File: src/alloc_pkg.sv
/* heap allocator shared definitions
   word size, address tag constants and the tagged address layout */

package alloc_pkg;

    localparam int DATA_SZ = 16;                        // data and address word width

    localparam logic [3:0]         HEAP_TAG  = 4'h5;    // tag on every valid heap address
    localparam logic [DATA_SZ-1:0] UNDEF     = 16'h0000; // no address, pool exhausted
    localparam logic [DATA_SZ-1:0] FREE_INIT = 16'h5001; // first free before any alloc

    // address word, seen raw or split into its fields
    typedef union packed {
        logic [DATA_SZ-1:0] raw;
        struct packed {
            logic [3:0] tag;                            // must be HEAP_TAG
            logic [3:0] rsvd;                           // must be zero
            logic [7:0] index;                          // cell index into the pool
        } f;
    } alloc_addr_t;

endpackage

File: src/alloc_bram.sv
/* simple dual-port block memory
   one write port, one registered read port */

`timescale 1ns/10ps

module alloc_bram import alloc_pkg::*; #(
    parameter int ADDR_SZ = 4                           // log2 of word count
) (
    input  logic               clk,
    input  logic               i_wr_en,
    input  logic [ADDR_SZ-1:0] i_waddr,
    input  logic [DATA_SZ-1:0] i_wdata,
    input  logic               i_rd_en,
    input  logic [ADDR_SZ-1:0] i_raddr,
    output logic [DATA_SZ-1:0] o_rdata,
    output logic               o_rd_valid
);
    localparam int DEPTH = 1 << ADDR_SZ;

    logic [DATA_SZ-1:0] mem [DEPTH];

    // power-up contents, cells read as UNDEF until written
    initial begin
        for (int i = 0; i < DEPTH; i++) begin
            mem[i] = UNDEF;
        end
    end

    always_ff @(posedge clk) begin
        if (i_wr_en) begin
            mem[i_waddr] <= i_wdata;
        end
    end

    // registered read, data and valid line up
    always_ff @(posedge clk) begin
        if (i_rd_en) begin
            o_rdata <= mem[i_raddr];                    // hold last data between reads
        end
        o_rd_valid <= i_rd_en;
    end

endmodule

File: src/alloc_free_list.sv
/* free cell tracker
   bump pointer for fresh cells, stack of freed cells, free address checks */

`timescale 1ns/10ps

module alloc_free_list import alloc_pkg::*; #(
    parameter int ADDR_SZ = 4                           // log2 of pool size, at most 8
) (
    input  logic               clk,
    input  logic               i_reset,
    input  logic               i_alloc,                 // allocation request
    input  logic               i_free,                  // free request
    input  logic [DATA_SZ-1:0] i_free_addr,             // address to give back
    output logic [ADDR_SZ:0]   o_index,                 // cell for this cycle, msb set if none
    output logic [DATA_SZ-1:0] o_addr,                  // tagged address of last alloc
    output logic               o_err                    // bad request, same cycle
);
    localparam int POOL = 1 << ADDR_SZ;

    logic [ADDR_SZ-1:0] stack [POOL];                   // freed cell indices
    logic [ADDR_SZ:0]   sp;                             // stack depth
    logic [ADDR_SZ:0]   top;                            // depth minus one
    logic [ADDR_SZ:0]   bump;                           // next never-used cell
    alloc_addr_t        free_view;
    alloc_addr_t        new_view;
    logic               free_ok;
    logic               free_acc;
    logic               from_stack;
    logic               exhausted;
    logic               full;
    logic               push;

    assign free_view.raw = i_free_addr;

    // valid heap address of a cell handed out already
    assign free_ok = (free_view.f.tag == HEAP_TAG) &&
                     (free_view.f.rsvd == 4'h0) &&
                     ({1'b0, free_view.f.index} < 9'(bump));
    assign free_acc = i_free && free_ok;

    assign top        = sp - 1'b1;
    assign from_stack = (sp != '0);
    assign full       = sp[ADDR_SZ];                    // depth == POOL

    // cell pick: freed this cycle, then newest freed, then bump
    always_comb begin
        if (free_acc) begin
            o_index = {1'b0, free_view.f.index[ADDR_SZ-1:0]};
        end else if (from_stack) begin
            o_index = {1'b0, stack[top[ADDR_SZ-1:0]]};
        end else begin
            o_index = bump;                             // reads POOL once used up
        end
    end

    assign exhausted = o_index[ADDR_SZ];
    assign o_err     = (i_alloc && exhausted) || (i_free && !free_ok);

    // tagged address for the picked cell
    always_comb begin
        new_view.raw     = '0;
        new_view.f.tag   = HEAP_TAG;
        new_view.f.index = 8'(o_index[ADDR_SZ-1:0]);
    end

    // lone free goes on the stack, alloc+free hands the cell straight over
    assign push = free_acc && !i_alloc && !full;

    always_ff @(posedge clk) begin
        if (i_reset) begin
            o_addr <= UNDEF;
            sp     <= '0;
            bump   <= '0;
        end else begin
            if (i_alloc) begin
                o_addr <= exhausted ? UNDEF : new_view.raw;
            end
            if (push) begin
                sp <= sp + 1'b1;
            end else if (i_alloc && !exhausted && !free_acc) begin
                if (from_stack) begin
                    sp <= top;                          // pop newest
                end else begin
                    bump <= bump + 1'b1;                // fresh cell
                end
            end
        end
    end

    always_ff @(posedge clk) begin
        if (push) begin
            stack[sp[ADDR_SZ-1:0]] <= free_view.f.index[ADDR_SZ-1:0];
        end
    end

endmodule

File: src/alloc.sv
/* heap cell allocator
   free list plus cell memory, write port arbitration and error merge */

`timescale 1ns/10ps

module alloc import alloc_pkg::*; #(
    parameter int ADDR_SZ = 4                           // log2 of pool size
) (
    input  logic               clk,
    input  logic               i_reset,
    input  logic               i_alloc,                 // allocate a cell
    input  logic [DATA_SZ-1:0] i_data,                  // word stored in the new cell
    input  logic               i_free,                  // give a cell back
    input  logic [DATA_SZ-1:0] i_addr,                  // tagged address to free
    input  logic               i_wr,                    // plain write strobe
    input  logic [ADDR_SZ-1:0] i_waddr,
    input  logic [DATA_SZ-1:0] i_wdata,
    input  logic               i_rd,                    // plain read strobe
    input  logic [ADDR_SZ-1:0] i_raddr,
    output logic [DATA_SZ-1:0] o_addr,                  // held until next alloc
    output logic [DATA_SZ-1:0] o_rdata,
    output logic               o_rd_valid,
    output logic               o_err                    // one cycle after bad request
);
    logic [ADDR_SZ:0]   cell_index;
    logic               fl_err;
    logic               alloc_wr;
    logic               wr_conflict;
    logic               mem_wr;
    logic [ADDR_SZ-1:0] mem_waddr;
    logic [DATA_SZ-1:0] mem_wdata;

    alloc_free_list #(
        .ADDR_SZ(ADDR_SZ)
    ) u_free_list (
        .clk         (clk),
        .i_reset     (i_reset),
        .i_alloc     (i_alloc),
        .i_free      (i_free),
        .i_free_addr (i_addr),
        .o_index     (cell_index),
        .o_addr      (o_addr),
        .o_err       (fl_err)
    );

    // alloc data write wins the port, none when pool is used up
    assign alloc_wr    = i_alloc && !cell_index[ADDR_SZ];
    assign wr_conflict = alloc_wr && i_wr;              // plain write dropped
    assign mem_wr      = alloc_wr || i_wr;
    assign mem_waddr   = alloc_wr ? cell_index[ADDR_SZ-1:0] : i_waddr;
    assign mem_wdata   = alloc_wr ? i_data : i_wdata;

    always_ff @(posedge clk) begin
        if (i_reset) begin
            o_err <= 1'b0;
        end else begin
            o_err <= fl_err || wr_conflict;             // one pulse for any source
        end
    end

    alloc_bram #(
        .ADDR_SZ(ADDR_SZ)
    ) u_bram (
        .clk        (clk),
        .i_wr_en    (mem_wr),
        .i_waddr    (mem_waddr),
        .i_wdata    (mem_wdata),
        .i_rd_en    (i_rd),
        .i_raddr    (i_raddr),
        .o_rdata    (o_rdata),
        .o_rd_valid (o_rd_valid)
    );

endmodule

File: src/exercise_seq.sv
/* request sequencer
   turns a free-running counter into alloc, free, read and write strobes */

`timescale 1ns/10ps

module exercise_seq import alloc_pkg::*; #(
    parameter int ADDR_SZ  = 4,                         // log2 of pool size
    parameter int CNT_SZ   = 10,                        // counter width
    parameter int PHASE_SZ = 4                          // low bits setting pulse spacing
) (
    input  logic               clk,
    input  logic               i_reset,
    input  logic               i_enable,                // counter runs while high
    input  logic [DATA_SZ-1:0] i_last_addr,             // allocator result
    output logic               o_alloc,
    output logic [DATA_SZ-1:0] o_alloc_data,
    output logic               o_free,
    output logic [DATA_SZ-1:0] o_free_addr,
    output logic               o_wr,
    output logic [ADDR_SZ-1:0] o_waddr,
    output logic [DATA_SZ-1:0] o_wdata,
    output logic               o_rd,
    output logic [ADDR_SZ-1:0] o_raddr
);
    logic [CNT_SZ-1:0] cnt;
    logic [3:0]        seq;                             // one-cycle request code
    logic              pulse;
    logic              alloc_pend;                      // alloc result lands next cycle

    always_ff @(posedge clk) begin
        if (i_reset) begin
            cnt <= '0;
            seq <= 4'h0;
        end else begin
            if (i_enable) begin
                cnt <= cnt + 1'b1;
            end
            // fire once per phase wrap
            if (i_enable && (&cnt[PHASE_SZ-1:0])) begin
                seq <= cnt[PHASE_SZ+3:PHASE_SZ];
            end else begin
                seq <= 4'h0;
            end
        end
    end

    assign pulse = (seq != 4'h0);

    assign o_alloc      = seq[0];
    assign o_alloc_data = UNDEF;                        // new cells start undefined
    assign o_free       = seq[2];
    assign o_rd         = pulse && (seq[3:2] == 2'b00); // read back at write address
    assign o_wr         = seq[3:2] == 2'b01;
    assign o_raddr      = o_waddr;

    always_ff @(posedge clk) begin
        if (i_reset) begin
            o_waddr     <= ADDR_SZ'(7);
            o_wdata     <= DATA_SZ'(5);
            o_free_addr <= FREE_INIT;
            alloc_pend  <= 1'b0;
        end else begin
            alloc_pend <= o_alloc;
            if (alloc_pend) begin
                o_free_addr <= i_last_addr;             // free what was just handed out
            end
            if (seq[3:2] == 2'b10) begin
                o_waddr <= o_waddr + ADDR_SZ'(3);       // wraps at pool size
            end
            if (seq[3:2] == 2'b11) begin
                o_wdata <= o_wdata + DATA_SZ'(13);
            end
        end
    end

endmodule

File: src/result_monitor.sv
/* read result monitor
   match, sticky error and write address LED levels */

`timescale 1ns/10ps

module result_monitor import alloc_pkg::*; (
    input  logic               clk,
    input  logic               i_reset,
    input  logic [DATA_SZ-1:0] i_rdata,
    input  logic               i_rd_valid,
    input  logic [DATA_SZ-1:0] i_wdata,                 // current write word
    input  logic               i_waddr_lsb,
    input  logic               i_err,
    output logic               o_led_r,                 // any error seen
    output logic               o_led_g,                 // last read matched
    output logic               o_led_b
);
    logic rd_match;

    assign rd_match = (i_rdata == i_wdata);

    always_ff @(posedge clk) begin
        if (i_reset) begin
            o_led_r <= 1'b0;
            o_led_g <= 1'b0;
        end else begin
            if (i_err) begin
                o_led_r <= 1'b1;                        // stays until reset
            end
            if (i_rd_valid) begin
                o_led_g <= rd_match;                    // held between reads
            end
        end
    end

    assign o_led_b = i_waddr_lsb;

endmodule

File: src/alloc_top.sv
/* allocator exerciser top level
   sequencer drives the allocator, monitor shows the results on LEDs */

`timescale 1ns/10ps

module alloc_top import alloc_pkg::*; #(
    parameter int ADDR_SZ  = 4,                         // 16 cell pool
    parameter int CNT_SZ   = 10,
    parameter int PHASE_SZ = 4                          // request every 16 enabled cycles
) (
    input  logic               clk,
    input  logic               i_reset,
    input  logic               i_enable,
    output logic [DATA_SZ-1:0] o_addr,
    output logic               o_err,
    output logic [DATA_SZ-1:0] o_rdata,
    output logic               o_rd_valid,
    output logic               o_led_r,
    output logic               o_led_g,
    output logic               o_led_b
);
    logic               alloc_stb;
    logic [DATA_SZ-1:0] alloc_data;
    logic               free_stb;
    logic [DATA_SZ-1:0] free_addr;
    logic               wr_stb;
    logic [ADDR_SZ-1:0] waddr;
    logic [DATA_SZ-1:0] wdata;
    logic               rd_stb;
    logic [ADDR_SZ-1:0] raddr;

    exercise_seq #(
        .ADDR_SZ  (ADDR_SZ),
        .CNT_SZ   (CNT_SZ),
        .PHASE_SZ (PHASE_SZ)
    ) u_seq (
        .clk          (clk),
        .i_reset      (i_reset),
        .i_enable     (i_enable),
        .i_last_addr  (o_addr),                         // most recent alloc fed back
        .o_alloc      (alloc_stb),
        .o_alloc_data (alloc_data),
        .o_free       (free_stb),
        .o_free_addr  (free_addr),
        .o_wr         (wr_stb),
        .o_waddr      (waddr),
        .o_wdata      (wdata),
        .o_rd         (rd_stb),
        .o_raddr      (raddr)
    );

    alloc #(
        .ADDR_SZ(ADDR_SZ)
    ) u_alloc (
        .clk        (clk),
        .i_reset    (i_reset),
        .i_alloc    (alloc_stb),
        .i_data     (alloc_data),
        .i_free     (free_stb),
        .i_addr     (free_addr),
        .i_wr       (wr_stb),
        .i_waddr    (waddr),
        .i_wdata    (wdata),
        .i_rd       (rd_stb),
        .i_raddr    (raddr),
        .o_addr     (o_addr),
        .o_rdata    (o_rdata),
        .o_rd_valid (o_rd_valid),
        .o_err      (o_err)
    );

    result_monitor u_mon (
        .clk         (clk),
        .i_reset     (i_reset),
        .i_rdata     (o_rdata),
        .i_rd_valid  (o_rd_valid),
        .i_wdata     (wdata),
        .i_waddr_lsb (waddr[0]),
        .i_err       (o_err),
        .o_led_r     (o_led_r),
        .o_led_g     (o_led_g),
        .o_led_b     (o_led_b)
    );

endmodule

File: config.mk
export PLATFORM = sky130hd
export DESIGN_NAME = alloc_top
export DESIGN_NICKNAME = d
export VERILOG_FILES = /design/src/alloc_pkg.sv /design/src/alloc_bram.sv /design/src/alloc_free_list.sv /design/src/alloc.sv /design/src/exercise_seq.sv /design/src/result_monitor.sv /design/src/alloc_top.sv
export SDC_FILE = /design/constraint.sdc
export NUM_CORES = 1
export LEC_CHECK = 0
export BUFFER_PORTS_ARGS = -buffer_cell sky130_fd_sc_hd__buf_4
export CAP_MARGIN = 20
export CORE_MARGIN = 4
export CORE_UTILIZATION = 43
export DETAILED_ROUTE_END_ITERATION = 16
export PLACE_DENSITY_LB_ADDON = 0.2
export SLEW_MARGIN = 20
export SYNTH_ARGS = -nofsm -noshare
export SYNTH_HDL_FRONTEND = slang
export SYNTH_SLANG_ARGS = --single-unit
File: constraint.sdc
create_clock -name clk -period 5.9 [get_ports clk]
set_input_delay 0.885 -clock clk [delete_from_list [all_inputs] [get_ports clk]]
set_output_delay 0.885 -clock clk [all_outputs]
set_load 0.02 [all_outputs]
After elaboration in Yosys (flattened, before gate mapping)
Memories as Yosys holds them, arrays and structs flattened. A register that Yosys moved wholly into a read port is not among the register bits. Cells that the tools add are included.

Bits in writable memories: 320. Register bits after elaboration: 81. Logic and storage cells: 72. Memories kept: 2. Output and inout port bits: 37.

Memory list: u_alloc.u_bram.mem (depth 16, bits a word 16, rd ports 1, clocked after Yosys merged registers in 1, write ports 1, line alloc_bram.sv:20) `logic [DATA_SZ-1:0] mem [DEPTH];`; u_alloc.u_free_list.stack (depth 16, bits a word 4, rd ports 1, clocked after Yosys merged registers in 0, write ports 1, line alloc_free_list.sv:20) `logic [ADDR_SZ-1:0] stack [POOL];`.

Equality and inequality tests: 5. Add/subtract/negate cells: 6. Bitwise logic cells: 3. Order comparisons: 1. Reductions and logical operators: 30. Mux-type cells: 12.

Operator list (count): $mux W5 (5); $add A16 B4 Y16 const B (1); $eq A16 B16 Y1 (1); $mux W16 (1); $mux W15 (1); $logic_and A1 B1 Y1 (12); $add A10 B1 Y10 const B (1); $add A5 B1 Y5 const B (2); $lt A8 B5 Y1 (1); $logic_not A1 Y1 (5); $reduce_bool A5 Y1 (1); $sub A5 B1 Y5 const B (1); $add A4 B2 Y4 const B (1); $eq A2 B2 Y1 const B (2); $eq A4 B3 Y1 const B (1); $logic_not A4 Y1 (1); $mux W1 (4); $mux W4 (1); $reduce_and A4 Y1 (1); $reduce_bool A2 Y1 (2); $reduce_bool A4 Y1 (1); $logic_or A1 B1 Y1 (3); $not A1 Y1 (3); $reduce_and A3 Y1 (1); other kinds (4) (4).

Logic depth before layout (Yosys ltp)
Word-level depth: 10. Gate-level depth with buffers: 11. Gate-level depth less buffers: 8.

By module
Synthesis repeated with hierarchy kept, for this count alone.

Cells, all modules: 985. Area total of the unflattened synthesis: 16696.0 µm².

Modules (own cells, without submodules): alloc_bram (cells each 433, seq. area each 8187.9 µm², area each 10223.6 µm², times used 1); alloc_free_list (cells each 270, seq. area each 2222.1 µm², area each 3753.6 µm², times used 1); exercise_seq (cells each 224, seq. area each 980.9 µm², area each 2098.3 µm², times used 1); alloc (cells each 28, seq. area each 20.0 µm², area each 375.4 µm², times used 1); result_monitor (cells each 30, seq. area each 40.0 µm², area each 245.2 µm², times used 1).

Worst setup path before layout
Ideal clock, no wire load.

Path type: reg2reg. Start point: register u_alloc.u_free_list.sp[0]. End point: memory u_alloc.u_bram.mem[10][0] (enable). Setup time: 0.436 ns. Arrival time: 4.288 ns. Cell stages (with the launch flop): 11. Required time: 5.464 ns. Setup slack: 1.176 ns. Path buffers: 3. Cells stage by stage: dfxtp_1 -> buf_2 -> inv_1 -> ha_1 -> buf_2 -> buf_2 -> mux4_2 -> mux2_2 -> a221oi_2 -> a2bb2oi_1 -> nor4b_1.

Word-level cells in the longest chain between the ends: 8.

Ends and longest elaborated chain: from (decl) (line alloc_free_list.sv:21) `logic [ADDR_SZ:0] sp;`; from (signal assigned) (line alloc_free_list.sv:79) `sp <= sp + 1'b1;`; from (signal assigned) (line alloc_free_list.sv:82) `sp <= top;`; parallel branches: the longest is 1 deep, another holds $sub A5 B1 Y5; $mux W5 (*) (line alloc_free_list.sv:49) `end else if (from_stack) begin`; $mux W5 (*) (line alloc_free_list.sv:47) `if (free_acc) begin`; $logic_not A1 Y1 (line alloc.sv:47) `assign alloc_wr = i_alloc && !cell_index[ADDR_SZ];`; $logic_and A1 B1 Y1 (line alloc.sv:47); $logic_or A1 B1 Y1 (line alloc.sv:49) `assign mem_wr = alloc_wr || i_wr;`; $mux W1 (line alloc_bram.sv:30) `if (i_wr_en) begin`; $mux W1 (implied by the code) (line alloc_bram.sv:31) `mem[i_waddr] <= i_wdata;`; to (decl) (line alloc_bram.sv:20).

Mark *: on every way between the ends.

Worst setup path in the final report
Start point: register u_alloc.u_free_list.sp[1]. End point: memory u_alloc.u_bram.mem[14][5] (enable).

Same word-level chain as after synthesis.

==> flow_summary.toml <==
[run_status]
outcome = "complete, no violations"

[clocking]
cts.sinks = 393
cts-buffers-inserted = 41
hold_buffers = 0
cts_root_buffer = "clkbuf_16"
clk_latency_ns = 0.55
cts_buffer_depth = 3
cts_tree = "yes"
cts-resized-gates = 0
path_clk_slew_ns = 0.06
htreeDepth = 2
post_cts_buffers = 0

[setup_path]
cp-start-kind = "flop"
reg2reg_depth = 8
setup.worst_path.class = "flop to flop"
worst_ep_arrival_time_ns = 4.60
required_ns = 6.05
endpoint_kind = "flop"
worstPathMaxFanout = 18

[placement]
place_congestion = 0.789
port_buffers = 29
place_inst = 1472
dpl.hpwl_um = 24600
place_ws_ns = 1.43

[routing]
wirelength_um = 38000
avgViaCountPerCell = 5.74
wl_per_cell_um = 24.6
ant_nets = 0
drc_errors = 0
firstDrtPassIters = 5
vias = 8875
first_iter_violations = 723

[synthesis]
syn_area_sq_um = 16100
syn_inst = 988
synth.avg_cell_area_sq_um = 16.3
yosysWarnings = 0
netlist.area_leader.share = 0.626
yosysSeqAreaShare = 0.697
synth-edff-count = 336
async_flop_share = 0
synth_area_leader_cell = "edfxtp_1"
yosys_register_bits = 393
ys_top_cells_by_area = "edfxtp_1 (63%), dfxtp_1 (7.1%), mux4_2 (6.8%), mux2i_1 (4.6%), o221ai_1 (1.7%)"
synth_ff_type = "edfxtp_1"
synth_cell_types = 73

[timing]
finalCriticalPeriod_ns = 4.45
clock_skew_ns = 0.0170
worst_pin_slew_ns = 1.06
max_freq_mhz = 225
setup_viol = 0
setup_tns_ns = 0
setup_ws_ns = 1.45
rsz0062_at_grt = "no"
period_share = 0.754
relSlewSlack = 0.292
slew_violations = 0
hold_viol = 0

[die]
die_y_um = 202
io_pins = 40
die_x_um = 202
start_util = 0.438
core_area_sq_um = 36800
die_area_sq_um = 40600
rows = 70

[cells_and_area]
fillerInstances = 3053
diodes = 0
layoutNonFillerInstCount = 1546
drive_gt1_frac = 0.207
syn2layout_area_growth_pct = 14.3
final_nets = 1062

[min_path]
hold_path_class = "flop to flop"
whs_path_depth = 2

[grt]
grt_pass1_vias = 8722
grt_use_total = 0.186
grt_first_pass_wirelength_um = 57700
antenna_found_initial = 0
grt_overflow = 0
grt_max_degree = 54

[power_and_ir_drop]
power_density_nw_per_um2 = 302
max-vdd-ir-drop_uv = 151
p_leak_nw = 6.66

[job]
maxCapViolCount = 0
==> state kept, by name (all words and copies together) (netlist names), 4 cells and up <==
name and flops:
u_alloc.u_free_list.sp 5, u_seq.seq 4, u_seq.o_raddr 4, u_alloc.u_bram.o_rdata 16, u_seq.cnt 8, u_alloc.u_bram.mem 256, u_alloc.u_free_list.o_addr 5, u_seq.o_free_addr 5
u_alloc.u_free_list.bump 5, u_seq.o_wdata 16, u_alloc.u_free_list.stack 64
==> final cells by class <==
| type | count | area [sq um] | share of cell area |
|---|---|---|---|
| Clock inverter | 22 | 254 | 0.0138 |
| Clock buffer | 52 | 1090 | 0.0591 |
| Inverter | 13 | 48.8 | 0.00265 |
| Tap cell | 468 | 586 | 0.0318 |
| Timing Repair Buffer | 71 | 537 | 0.0291 |
| Multi-Input combinational cell | 527 | 4680 | 0.254 |
| Sequential cell | 393 | 11200 | 0.610 |
==> power breakdown <==
part           leakage, nW  switching (W)  internal (W)
Combinational         2.37      0.0000134    0.00000338
Clock                0.651        0.00105       0.00153
Sequential            3.64     0.00000131       0.00297
==> layer usage <==
metal,routed length (um),track usage,part of all wire
met5,0,0,0
met4,654,0.0422,0.017
met3,2140,0.0287,0.056
met2,17400,0.280,0.46
met1,17800,0.289,0.47
==> layout by cell type, fill, tap and decap left out, drive strengths merged, types with 9 or more instances in the layout <==
| cell | n |
|---|---|
| dfxtp | 57 |
| nor3 | 14 |
| nor2 | 52 |
| xnor2 | 32 |
| edfxtp | 336 |
| o21ai | 15 |
| conb | 10 |
| clkbuf | 52 |
| nand3 | 9 |
| o221ai | 31 |
| nand2 | 37 |
| a21oi | 36 |
| mux4 | 49 |
| nand4 | 13 |
| and2 | 12 |
| ha | 12 |
| mux2i | 74 |
| nor2b | 21 |
| inv | 14 |
| xor2 | 9 |
| o22ai | 15 |
| and3 | 12 |
| buf | 71 |
| clkinv | 15 |
==> worst paths after layout <==
kind / endpoint / slack [ns] / from
min: u_mon.o_led_r / 0.48 / u_alloc.o_err
max: u_alloc.u_bram.mem[14][5] / 1.45 / u_alloc.u_free_list.sp[1]
min reg2reg: u_mon.o_led_r / 0.48 / u_alloc.o_err
max reg2reg: u_alloc.u_bram.mem[14][5] / 1.45 / u_alloc.u_free_list.sp[1]
==> kinds of logic after synthesis <==
kind of cell,share of synthesized area
buffers and inverters,0.0233
xor gates and xnor gates,0.0234
AOI/OAI and AO/OA,0.0624
and+or+nand+nor,0.0688
DFF,0.697
adders and majority gates,0.00931
other,0.000233
muxes,0.116
==> metrics by stage <==
stage / hold WS, ns / cell area [sq um] / power [W] / util
finish: 0.478 / 18400 / 0.00557 / 0.501
global route: 0.511 / 18400 / 0.00575 / 0.501
CTS: 0.482 / 18400 / 0.00563 / 0.501
detailed placement: 0.471 / 17100 / 0.00305 / 0.465
global placement: 0.455 / 17100 / 0.00305 / 0.464
floorplan: 0.450 / 16200 / 0.00305 / -
==> worst max-delay path, stage by stage, from the launching register on <==
cell and delay (ns):
dfxtp_1 0.48, inv_1 0.16, ha_1 0.87, mux4_2 0.36, mux2i_1 0.07, nor3_1 0.30
a221oi_4 0.08, a211oi_4 0.75, nor4b_4 0.98
==> synth_stat cells (all sizes together) (3+ instances only) <==
| cell | instances |
|---|---|
| edfxtp | 336 |
| mux2i | 74 |
| dfxtp | 57 |
| nor2 | 52 |
| mux4 | 49 |
| nand2 | 37 |
| a21oi | 36 |
| clkbuf | 34 |
| xnor2 | 32 |
| o221ai | 31 |
| buf | 30 |
| nor2b | 21 |
| o21ai | 15 |
| o22ai | 15 |
| nor3 | 14 |
| inv | 13 |
| nand4 | 13 |
| and2 | 12 |
| and3 | 12 |
| ha | 12 |
| nand3 | 9 |
| xor2 | 9 |
| nor4b | 8 |
| nor4 | 7 |
| a211o | 6 |
| nand2b | 6 |
| a211oi | 5 |
| or3 | 5 |
| a31oi | 3 |
| o31ai | 3 |
Power figures use the tool's default switching activity.
